<file path="src/cpu_types_pkg.sv">
// word, register and isa field definitions for the single-cycle core
// only the ADDU..SLT, ADDIU, ORI, LUI, BEQ, BNE, J and HALT subset is encoded
`default_nettype none

package cpu_types_pkg;

    // widths
    localparam int WORD_W  = 32;
    localparam int OP_W    = 6;
    localparam int FUNC_W  = 6;
    localparam int REG_W   = 5;
    localparam int IMM_W   = 16;
    localparam int JADDR_W = 26;

    // lsb positions of the instruction fields
    localparam int OP_LSB    = 26;
    localparam int RS_LSB    = 21;
    localparam int RT_LSB    = 16;
    localparam int RD_LSB    = 11;
    localparam int FUNC_LSB  = 0;
    localparam int IMM_LSB   = 0;
    localparam int JADDR_LSB = 0;

    typedef logic [WORD_W-1:0] word_t;
    typedef logic [REG_W-1:0]  regbits_t;

    // primary opcodes, mips encodings
    typedef enum logic [OP_W-1:0] {
        RTYPE = 6'h00,
        J     = 6'h02,
        BEQ   = 6'h04,
        BNE   = 6'h05,
        ADDIU = 6'h09,
        ORI   = 6'h0d,
        LUI   = 6'h0f,
        HALT  = 6'h3f
    } opcode_t;

    // r-type function field
    typedef enum logic [FUNC_W-1:0] {
        ADDU = 6'h21,
        SUBU = 6'h23,
        AND  = 6'h24,
        OR   = 6'h25,
        XOR  = 6'h26,
        SLT  = 6'h2a
    } funct_t;

    // internal alu operation, not an isa encoding
    typedef enum logic [2:0] {
        ALU_ADD,
        ALU_SUB,
        ALU_AND,
        ALU_OR,
        ALU_XOR,
        ALU_SLT,
        ALU_LUI
    } aluop_t;

endpackage

`default_nettype wire

</file>
<file path="src/cache_types_pkg.sv">
// instruction cache geometry, one word per frame, direct mapped
// tag plus index plus the 2-bit byte offset must cover the 32-bit address
`default_nettype none

package cache_types_pkg;

    // index bits select the frame
    localparam int IDX_W  = 4;

    // upper address bits kept per frame
    localparam int TAG_W  = 26;

    localparam int FRAMES = 1 << IDX_W;

endpackage

`default_nettype wire

</file>
<file path="src/icache.sv">
// direct-mapped instruction cache, 16 one-word frames, read only
// a hit answers in the same cycle; a miss waits for memory to drop iwait
`timescale 1ns/100ps
`default_nettype none

module icache
    import cpu_types_pkg::*;
    import cache_types_pkg::*;
(
    input  logic  CLK,
    input  logic  nRST,
    input  logic  imemREN,
    input  word_t imemaddr,
    output logic  ihit,
    output word_t imemload,
    output logic  iREN,
    output word_t iaddr,
    input  logic  iwait,
    input  word_t iload
);

    logic [TAG_W-1:0] tag;
    logic [IDX_W-1:0] index;

    // frame storage
    logic             valid [FRAMES];
    logic [TAG_W-1:0] tags  [FRAMES];
    word_t            data  [FRAMES];

    logic hit;
    logic fill;

    // bits [1:0] are the byte offset and play no part in the lookup
    assign tag   = imemaddr[WORD_W-1 -: TAG_W];
    assign index = imemaddr[2 +: IDX_W];

    assign hit = valid[index] && (tags[index] == tag);

    // memory finished the missed fetch this cycle
    assign fill = imemREN && !hit && !iwait;

    // every frame starts invalid after reset
    always_ff @(posedge CLK, negedge nRST) begin
        if (!nRST) begin
            for (int i = 0; i < FRAMES; i++) begin
                valid[i] <= 1'b0;
            end
        end else if (fill) begin
            valid[index] <= 1'b1;
        end
    end

    always_ff @(posedge CLK) begin
        if (fill) begin
            tags[index] <= tag;
            data[index] <= iload;
        end
    end

    // misses go straight through to memory
    assign iREN  = imemREN && !hit;
    assign iaddr = imemaddr;

    // a hit serves the frame and a finished miss serves memory data
    assign ihit = imemREN && (hit || !iwait);

    always_comb begin
        imemload = '0;
        if (imemREN && hit) begin
            imemload = data[index];
        end else if (fill) begin
            imemload = iload;
        end
    end

    // a pending miss keeps its request and address until memory answers
    a_miss_held: assert property (@(posedge CLK) disable iff (!nRST)
        iREN && iwait |=> iREN && $stable(iaddr));

    // the core must be fetching for a hit to count
    a_hit_needs_ren: assert property (@(posedge CLK) disable iff (!nRST)
        ihit |-> imemREN);

endmodule

`default_nettype wire

</file>
<file path="src/pc_unit.sv">
// program counter and fetch enable; PC moves only on a retiring fetch
// after HALT retires the PC holds and fetch stays off until reset
`timescale 1ns/100ps
`default_nettype none

module pc_unit
    import cpu_types_pkg::*;
(
    input  logic               CLK,
    input  logic               nRST,
    input  logic               ihit,
    input  logic               branch_taken,
    input  logic               is_jump,
    input  logic               halt,
    input  logic [IMM_W-1:0]   imm16,
    input  logic [JADDR_W-1:0] jaddr,
    output word_t              pc,
    output logic               imemREN,
    output logic               halted
);

    word_t pc_plus4;
    word_t br_target;
    word_t j_target;
    word_t pc_next;

    // first fetch goes out one cycle after reset
    logic started;

    assign pc_plus4  = pc + 32'd4;
    assign br_target = pc_plus4 + {{(WORD_W-IMM_W-2){imm16[IMM_W-1]}}, imm16, 2'b00};
    assign j_target  = {pc_plus4[31:28], jaddr, 2'b00};

    always_comb begin
        pc_next = pc_plus4;
        if (halt) begin
            pc_next = pc;
        end else if (is_jump) begin
            pc_next = j_target;
        end else if (branch_taken) begin
            pc_next = br_target;
        end
    end

    always_ff @(posedge CLK, negedge nRST) begin
        if (!nRST) begin
            pc      <= '0;
            started <= 1'b0;
            halted  <= 1'b0;
        end else begin
            started <= 1'b1;
            if (ihit) begin
                pc <= pc_next;
                if (halt) begin
                    halted <= 1'b1;
                end
            end
        end
    end

    assign imemREN = started && !halted;

    a_pc_aligned: assert property (@(posedge CLK) disable iff (!nRST)
        pc[1:0] == 2'b00);

endmodule

`default_nettype wire

</file>
<file path="src/decode.sv">
// instruction field split and control levels, purely combinational
// unknown r-type functions decode as a no-write operation
`timescale 1ns/100ps
`default_nettype none

module decode
    import cpu_types_pkg::*;
(
    input  word_t              instr,
    output regbits_t           rs,
    output regbits_t           rt,
    output regbits_t           rd,
    output logic [IMM_W-1:0]   imm16,
    output logic [JADDR_W-1:0] jaddr,
    output aluop_t             aluop,
    output logic               alusrc_imm,
    output logic               zero_ext,
    output logic               reg_dst,
    output logic               reg_wen,
    output logic               is_beq,
    output logic               is_bne,
    output logic               is_jump,
    output logic               halt
);

    opcode_t op;
    funct_t  fn;
    logic    op_known;

    assign op    = opcode_t'(instr[OP_LSB +: OP_W]);
    assign fn    = funct_t'(instr[FUNC_LSB +: FUNC_W]);
    assign rs    = instr[RS_LSB +: REG_W];
    assign rt    = instr[RT_LSB +: REG_W];
    assign rd    = instr[RD_LSB +: REG_W];
    assign imm16 = instr[IMM_LSB +: IMM_W];
    assign jaddr = instr[JADDR_LSB +: JADDR_W];

    always_comb begin
        // defaults describe an instruction with no effect
        aluop      = ALU_ADD;
        alusrc_imm = 1'b0;
        zero_ext   = 1'b0;
        reg_dst    = 1'b0;
        reg_wen    = 1'b0;
        is_beq     = 1'b0;
        is_bne     = 1'b0;
        is_jump    = 1'b0;
        halt       = 1'b0;
        op_known   = 1'b1;
        case (op)
            RTYPE: begin
                reg_dst = 1'b1;
                reg_wen = 1'b1;
                case (fn)
                    ADDU: aluop = ALU_ADD;
                    SUBU: aluop = ALU_SUB;
                    AND:  aluop = ALU_AND;
                    OR:   aluop = ALU_OR;
                    XOR:  aluop = ALU_XOR;
                    SLT:  aluop = ALU_SLT;
                    // anything else, e.g. an all-zero word, is a nop
                    default: reg_wen = 1'b0;
                endcase
            end
            ADDIU: begin
                alusrc_imm = 1'b1;
                reg_wen    = 1'b1;
            end
            ORI: begin
                aluop      = ALU_OR;
                alusrc_imm = 1'b1;
                zero_ext   = 1'b1;
                reg_wen    = 1'b1;
            end
            LUI: begin
                aluop      = ALU_LUI;
                alusrc_imm = 1'b1;
                reg_wen    = 1'b1;
            end
            BEQ:  is_beq  = 1'b1;
            BNE:  is_bne  = 1'b1;
            J:    is_jump = 1'b1;
            HALT: halt    = 1'b1;
            default: op_known = 1'b0;
        endcase
    end

    // the cache hands over zero when no fetch retires, so this only sees real words
    always_comb begin
        a_op_known: assert (op_known)
            else $error("decode: unknown opcode %h", instr[OP_LSB +: OP_W]);
    end

endmodule

`default_nettype wire

</file>
<file path="src/execute.sv">
// alu, immediate extension and branch compare
// arithmetic wraps, no overflow trap; SLT is signed
`timescale 1ns/100ps
`default_nettype none

module execute
    import cpu_types_pkg::*;
(
    input  word_t            rdat1,
    input  word_t            rdat2,
    input  logic [IMM_W-1:0] imm16,
    input  logic             alusrc_imm,
    input  logic             zero_ext,
    input  logic             is_beq,
    input  logic             is_bne,
    input  aluop_t           aluop,
    output word_t            alu_out,
    output logic             branch_taken
);

    word_t imm_ext;
    word_t opb;
    logic  equal;

    // ORI zero extends, the rest sign extend
    assign imm_ext = zero_ext ? {{(WORD_W-IMM_W){1'b0}}, imm16}
                              : {{(WORD_W-IMM_W){imm16[IMM_W-1]}}, imm16};

    assign opb = alusrc_imm ? imm_ext : rdat2;

    always_comb begin
        case (aluop)
            ALU_ADD: alu_out = rdat1 + opb;
            ALU_SUB: alu_out = rdat1 - opb;
            ALU_AND: alu_out = rdat1 & opb;
            ALU_OR:  alu_out = rdat1 | opb;
            ALU_XOR: alu_out = rdat1 ^ opb;
            ALU_SLT: alu_out = {31'b0, $signed(rdat1) < $signed(opb)};
            // immediate into the top half, low half cleared
            ALU_LUI: alu_out = {imm16, {(WORD_W-IMM_W){1'b0}}};
            default: alu_out = '0;
        endcase
    end

    // branches always compare the two register operands
    assign equal = (rdat1 == rdat2);

    assign branch_taken = (is_beq && equal) || (is_bne && !equal);

endmodule

`default_nettype wire

</file>
<file path="src/result.sv">
// register file with two async read ports and one write-back port
// r0 reads zero and writes to it are dropped
`timescale 1ns/100ps
`default_nettype none

module result
    import cpu_types_pkg::*;
(
    input  logic     CLK,
    input  logic     nRST,
    input  logic     ihit,
    input  logic     reg_wen,
    input  logic     reg_dst,
    input  regbits_t rs,
    input  regbits_t rt,
    input  regbits_t rd,
    input  word_t    alu_out,
    output word_t    rdat1,
    output word_t    rdat2,
    output logic     wen,
    output regbits_t wsel,
    output word_t    wdat
);

    word_t regs [32];

    // R-type writes rd, immediate ops write rt
    assign wsel = reg_dst ? rd : rt;
    assign wdat = alu_out;

    // only a retiring instruction writes
    assign wen = ihit && reg_wen && (wsel != '0);

    always_ff @(posedge CLK, negedge nRST) begin
        if (!nRST) begin
            for (int i = 0; i < 32; i++) begin
                regs[i] <= '0;
            end
        end else if (wen) begin
            regs[wsel] <= wdat;
        end
    end

    assign rdat1 = (rs == '0) ? '0 : regs[rs];
    assign rdat2 = (rt == '0) ? '0 : regs[rt];

endmodule

`default_nettype wire

</file>
<file path="src/core_top.sv">
// single-cycle core with instruction cache; memory sits outside
// there is no data memory, so loads and stores are not supported
`timescale 1ns/100ps
`default_nettype none

module core_top
    import cpu_types_pkg::*;
(
    input  logic     CLK,
    input  logic     nRST,
    input  logic     iwait,
    input  word_t    iload,
    output logic     iREN,
    output word_t    iaddr,
    output logic     halt,
    output word_t    pc,
    output logic     wen,
    output regbits_t wsel,
    output word_t    wdat
);

    // fetch
    logic  imemREN;
    logic  ihit;
    word_t imemload;

    // decoded fields and controls
    regbits_t           rs;
    regbits_t           rt;
    regbits_t           rd;
    logic [IMM_W-1:0]   imm16;
    logic [JADDR_W-1:0] jaddr;
    aluop_t             aluop;
    logic               alusrc_imm;
    logic               zero_ext;
    logic               reg_dst;
    logic               reg_wen;
    logic               is_beq;
    logic               is_bne;
    logic               is_jump;
    logic               dec_halt;

    // datapath
    word_t rdat1;
    word_t rdat2;
    word_t alu_out;
    logic  branch_taken;

    pc_unit pc_unit_inst (
        .CLK          (CLK),
        .nRST         (nRST),
        .ihit         (ihit),
        .branch_taken (branch_taken),
        .is_jump      (is_jump),
        .halt         (dec_halt),
        .imm16        (imm16),
        .jaddr        (jaddr),
        .pc           (pc),
        .imemREN      (imemREN),
        .halted       (halt)
    );

    icache icache_inst (
        .CLK      (CLK),
        .nRST     (nRST),
        .imemREN  (imemREN),
        .imemaddr (pc),
        .ihit     (ihit),
        .imemload (imemload),
        .iREN     (iREN),
        .iaddr    (iaddr),
        .iwait    (iwait),
        .iload    (iload)
    );

    decode decode_inst (
        .instr      (imemload),
        .rs         (rs),
        .rt         (rt),
        .rd         (rd),
        .imm16      (imm16),
        .jaddr      (jaddr),
        .aluop      (aluop),
        .alusrc_imm (alusrc_imm),
        .zero_ext   (zero_ext),
        .reg_dst    (reg_dst),
        .reg_wen    (reg_wen),
        .is_beq     (is_beq),
        .is_bne     (is_bne),
        .is_jump    (is_jump),
        .halt       (dec_halt)
    );

    execute execute_inst (
        .rdat1        (rdat1),
        .rdat2        (rdat2),
        .imm16        (imm16),
        .alusrc_imm   (alusrc_imm),
        .zero_ext     (zero_ext),
        .is_beq       (is_beq),
        .is_bne       (is_bne),
        .aluop        (aluop),
        .alu_out      (alu_out),
        .branch_taken (branch_taken)
    );

    result result_inst (
        .CLK     (CLK),
        .nRST    (nRST),
        .ihit    (ihit),
        .reg_wen (reg_wen),
        .reg_dst (reg_dst),
        .rs      (rs),
        .rt      (rt),
        .rd      (rd),
        .alu_out (alu_out),
        .rdat1   (rdat1),
        .rdat2   (rdat2),
        .wen     (wen),
        .wsel    (wsel),
        .wdat    (wdat)
    );

endmodule

`default_nettype wire

</file>
<file path="config.mk">
export PLATFORM = sky130hd
export DESIGN_NAME = core_top
export DESIGN_NICKNAME = d
export VERILOG_FILES = /design/src/cpu_types_pkg.sv /design/src/cache_types_pkg.sv /design/src/icache.sv /design/src/pc_unit.sv /design/src/decode.sv /design/src/execute.sv /design/src/result.sv /design/src/core_top.sv
export SDC_FILE = /design/constraint.sdc
export NUM_CORES = 2
export LEC_CHECK = 0
export BUFFER_PORTS_ARGS = -buffer_cell sky130_fd_sc_hd__buf_2
export CORE_UTILIZATION = 40
export CTS_CLUSTER_DIAMETER = 40
export CTS_CLUSTER_SIZE = 14
export DETAILED_ROUTE_END_ITERATION = 12
export SYNTH_ARGS = -nofsm -noshare
export SYNTH_HDL_FRONTEND = slang
export SYNTH_HIERARCHICAL = 1
export SYNTH_SLANG_ARGS = --single-unit
</file>
<file path="constraint.sdc">
create_clock -name CLK -period 25 [get_ports CLK]
set_input_delay 5 -clock CLK [delete_from_list [all_inputs] [get_ports CLK]]
set_output_delay 5 -clock CLK [all_outputs]
set_load 0.02 [all_outputs]
</file>
==> reports/metrics.cfg <==
[yosys]
netlist_instances=6864
ys_seq_area_share_pct=53.40
ys_seq_elements=2000
synth_edf_count=928
netlist.area_leader.share_pct=27.21
ys_types=112
synth_area_leader_cell=edfxtp_1
synth_ff_type=dfrtp_1
synth.cell_area_mm2=0.1024
synthArstFlopShare_pct=53.60
yosysWarnings=6
yosys-top-cells-area=edfxtp_1 27%, dfrtp_1 26%, mux4_2 14%
syn_avg_cell_area_um2=14.92

[power_and_ir_drop]
powerDensity_mw_per_mm2=79.26
p_clk_share_pct=44.2
leakage_nw=46.58
comb_power_share_pct=16.0
p_int_w=0.006621
seq_power_share_pct=39.8
ir_worst_vdd_v=0.00006239
netSwitchingFraction_pct=27.99
power.switching_w=0.002574

[critical_path]
cp-end-kind=output pin
crit_end=wdat[29]
path_delay_family=buffers and inverters
crit_cells=27
crit_required_ps=20000
cp-start-kind=register
startpoint=pc_unit_inst/pc[3]
timing.rr.start=pc_unit_inst/pc[3]
slowest_stage=dfrtp_4
r2r_setup_slack_ps=11500
critPathMostFrequentCell=buf_4
critPathMaxFanout=54
rr_endpoint=pc_unit_inst/pc[31]
crit_arrival_ps=14110
max_stage_delay_ps=970
reg2reg_depth=28
critical_path.n_buffers_inverters=7
critPathKind=register to output pin

[grt]
grt_max_degree=168
top_usage_layer=met2
use_met2_pct=40.52
track_usage_pct=25.99
grt_overflow=0
grt_pass1_wl_um=487100
antenna_found_initial=28
grt_use_met1_pct=35.87
grt_pass1_vias=66770
grtUsageMet3_pct=5.351

[detailed_routing]
remaining_drc_errors=0
wire_per_inst_um=32.39
postRouteAntennaNets=0
drt-total-wl_um=337000
dr.first_iter.drc_count=7010
num_vias=65970
routed_via_density=6.341
firstDrtPassIters=6

[clocking]
htree_num_levels=5
clock-sinks=2000
clockBufferDepth=4
cts_tree=yes
ctsResizeCount=0
clk_pin_slew_ps=50
clock_latency_ps=970
root_buffer=clkbuf_16
cts_made_buffers=299
ctsHoldBuffers=0
post_cts.repair.setup_buffers=0

[final_layout]
syn_to_final_growth_pct=13.28
final_cells=10410
nets=6990
drive_gt1_share_pct=37.66

[floorplan]
ios=139
num_rows=185
fp.coreArea_mm2=0.2544
die_x_um=508.0
die_h_um=508.0
dieArea_mm2=0.2581
start_util_pct=40.26

[place]
dpl.cell_count=9878
dpl.hpwl_um=199600
portBuffers=134
gp_congestion=0.9545

[worst_hold_path]
min_path_type=register to register

[sta]
fmax_mhz=52.33
clock-skew-final_ps=88.35
finalHoldViolCount=0
min_period_ps=19110
setup_viol=0
setup_tns_ps=0
slew_headroom_pct=10.95
report.final.slew_viol_count=0
worstMarginPinSlew_ps=1336
rsz0062_at_grt=false
finalCritPeriodShare_pct=76.44

[run]
drv_cap=0

[outcome]
status=finished, final reports clean

-- cell families after synthesis --
| group | after synthesis | synth area share [%] |
|---|---|---|
| compound gates | 943 | 6.879 |
| xor+xnor | 148 | 1.266 |
| fa+ha+maj | 142 | 1.757 |
| buf+inv | 857 | 3.937 |
| flops | 2000 | 53.40 |
| mux | 2064 | 29.19 |
| other cells | 2 | 0.007333 |
| simple gates | 708 | 3.564 |
-- per-layer routing --
layer	wire, µm	part of all wire, %
met2	156700	46
met4	11780	3.5
met1	141100	42
met5	78	0.023
met3	27400	8.1
-- worst reg2reg max path: cells and delay by family, from the launching register on --
kind / cells / cell delay [ps]
buffers and inverters: 6 / 4220
and+or+nand+nor: 10 / 4020
muxes: 6 / 2580
AOI/OAI and AO/OA: 3 / 1090
DFF: 1 / 970
xor gates and xnor gates: 3 / 500
-- power groups by stage --
| stage | sequential [W] | clock [W] | combinational [W] |
|---|---|---|---|
| after floorplan | 0.00371 | 0 | 0.000982 |
| after detailed placement | 0.00372 | 0 | 0.00147 |
| after global routing | 0.00366 | 0.00426 | 0.00156 |
| after CTS | 0.00366 | 0.00413 | 0.00147 |
| final | 0.00366 | 0.00407 | 0.00147 |
| after global placement | 0.00372 | 0 | 0.00146 |
-- flip-flops by register name, summed over array words and instances (netlist names) --
name	count
icache_inst/valid	16
icache_inst/tags	416
pc_unit_inst/started	1
pc_unit_inst/halted	1
icache_inst/data	512
pc_unit_inst/pc	30
result_inst/regs	1024
-- cell usage after synthesis (99+ instances only) --
cell	count
buf_2	145
o21ai_0	99
mux2i_1	411
nand2_1	211
mux2_2	992
mux4_2	627
a22o_1	117
nor2_1	135
ha_1	139
buf_1	102
inv_1	127
a21oi_1	136
edfxtp_1	928
buf_4	137
dfrtp_1	1072
clkbuf_1	330
-- area by class of cell --
cell class | count | area [µm²]
fillers | 22000 | 138400
flip-flops and latches | 2000 | 54710
multi-input cells | 4008 | 44340
clock buffers | 346 | 7926
well taps | 3366 | 4212
repair buffers | 376 | 2610
clock inverters | 168 | 1705
inverters | 128 | 480.5
diodes | 13 | 32.53
-- metrics by stage --
stage                     hold slack [ps]  power [W]  setup WS [ps]  util (%)  area [µm²]
after floorplan                     431.2   0.004689           9236         -      102400
after global placement              378.8   0.005171           6303     41.81      106300
after detailed placement            385.9   0.005187           6272     41.81      106300
after CTS                           397.3   0.009257           5979     45.59      116000
after global routing                412.0   0.009489           5548     45.60      116000
final                               398.8   0.009195           5890     45.60      116000
-- worst min path at each step --
stage | from | end | slack (ps) | cells past startpoint
after CTS | result_inst/regs[996] | result_inst/regs[996] | 400 | 0
final | result_inst/regs[1002] | result_inst/regs[1002] | 400 | 0
after global routing | result_inst/regs[1005] | result_inst/regs[1005] | 410 | 0
after floorplan | icache_inst/valid[1] | icache_inst/valid[1] | 430 | 1
after global placement | result_inst/regs[1017] | result_inst/regs[1017] | 380 | 0
after detailed placement | result_inst/regs[996] | result_inst/regs[996] | 390 | 0
-- layout by cell type (no fill, tap or decap), types with 91 or more instances in the layout --
cell type / n
a21oi_1: 133
a22o_1: 117
buf_2: 133
buf_4: 233
clkbuf_16: 305
dfrtp_1: 1068
edfxtp_1: 928
ha_1: 139
inv_1: 126
mux2_2: 992
mux2i_1: 398
mux4_2: 627
nand2_1: 193
nor2_1: 131
o21ai_0: 91
Note: power is estimated with default switching activity, not from simulation.
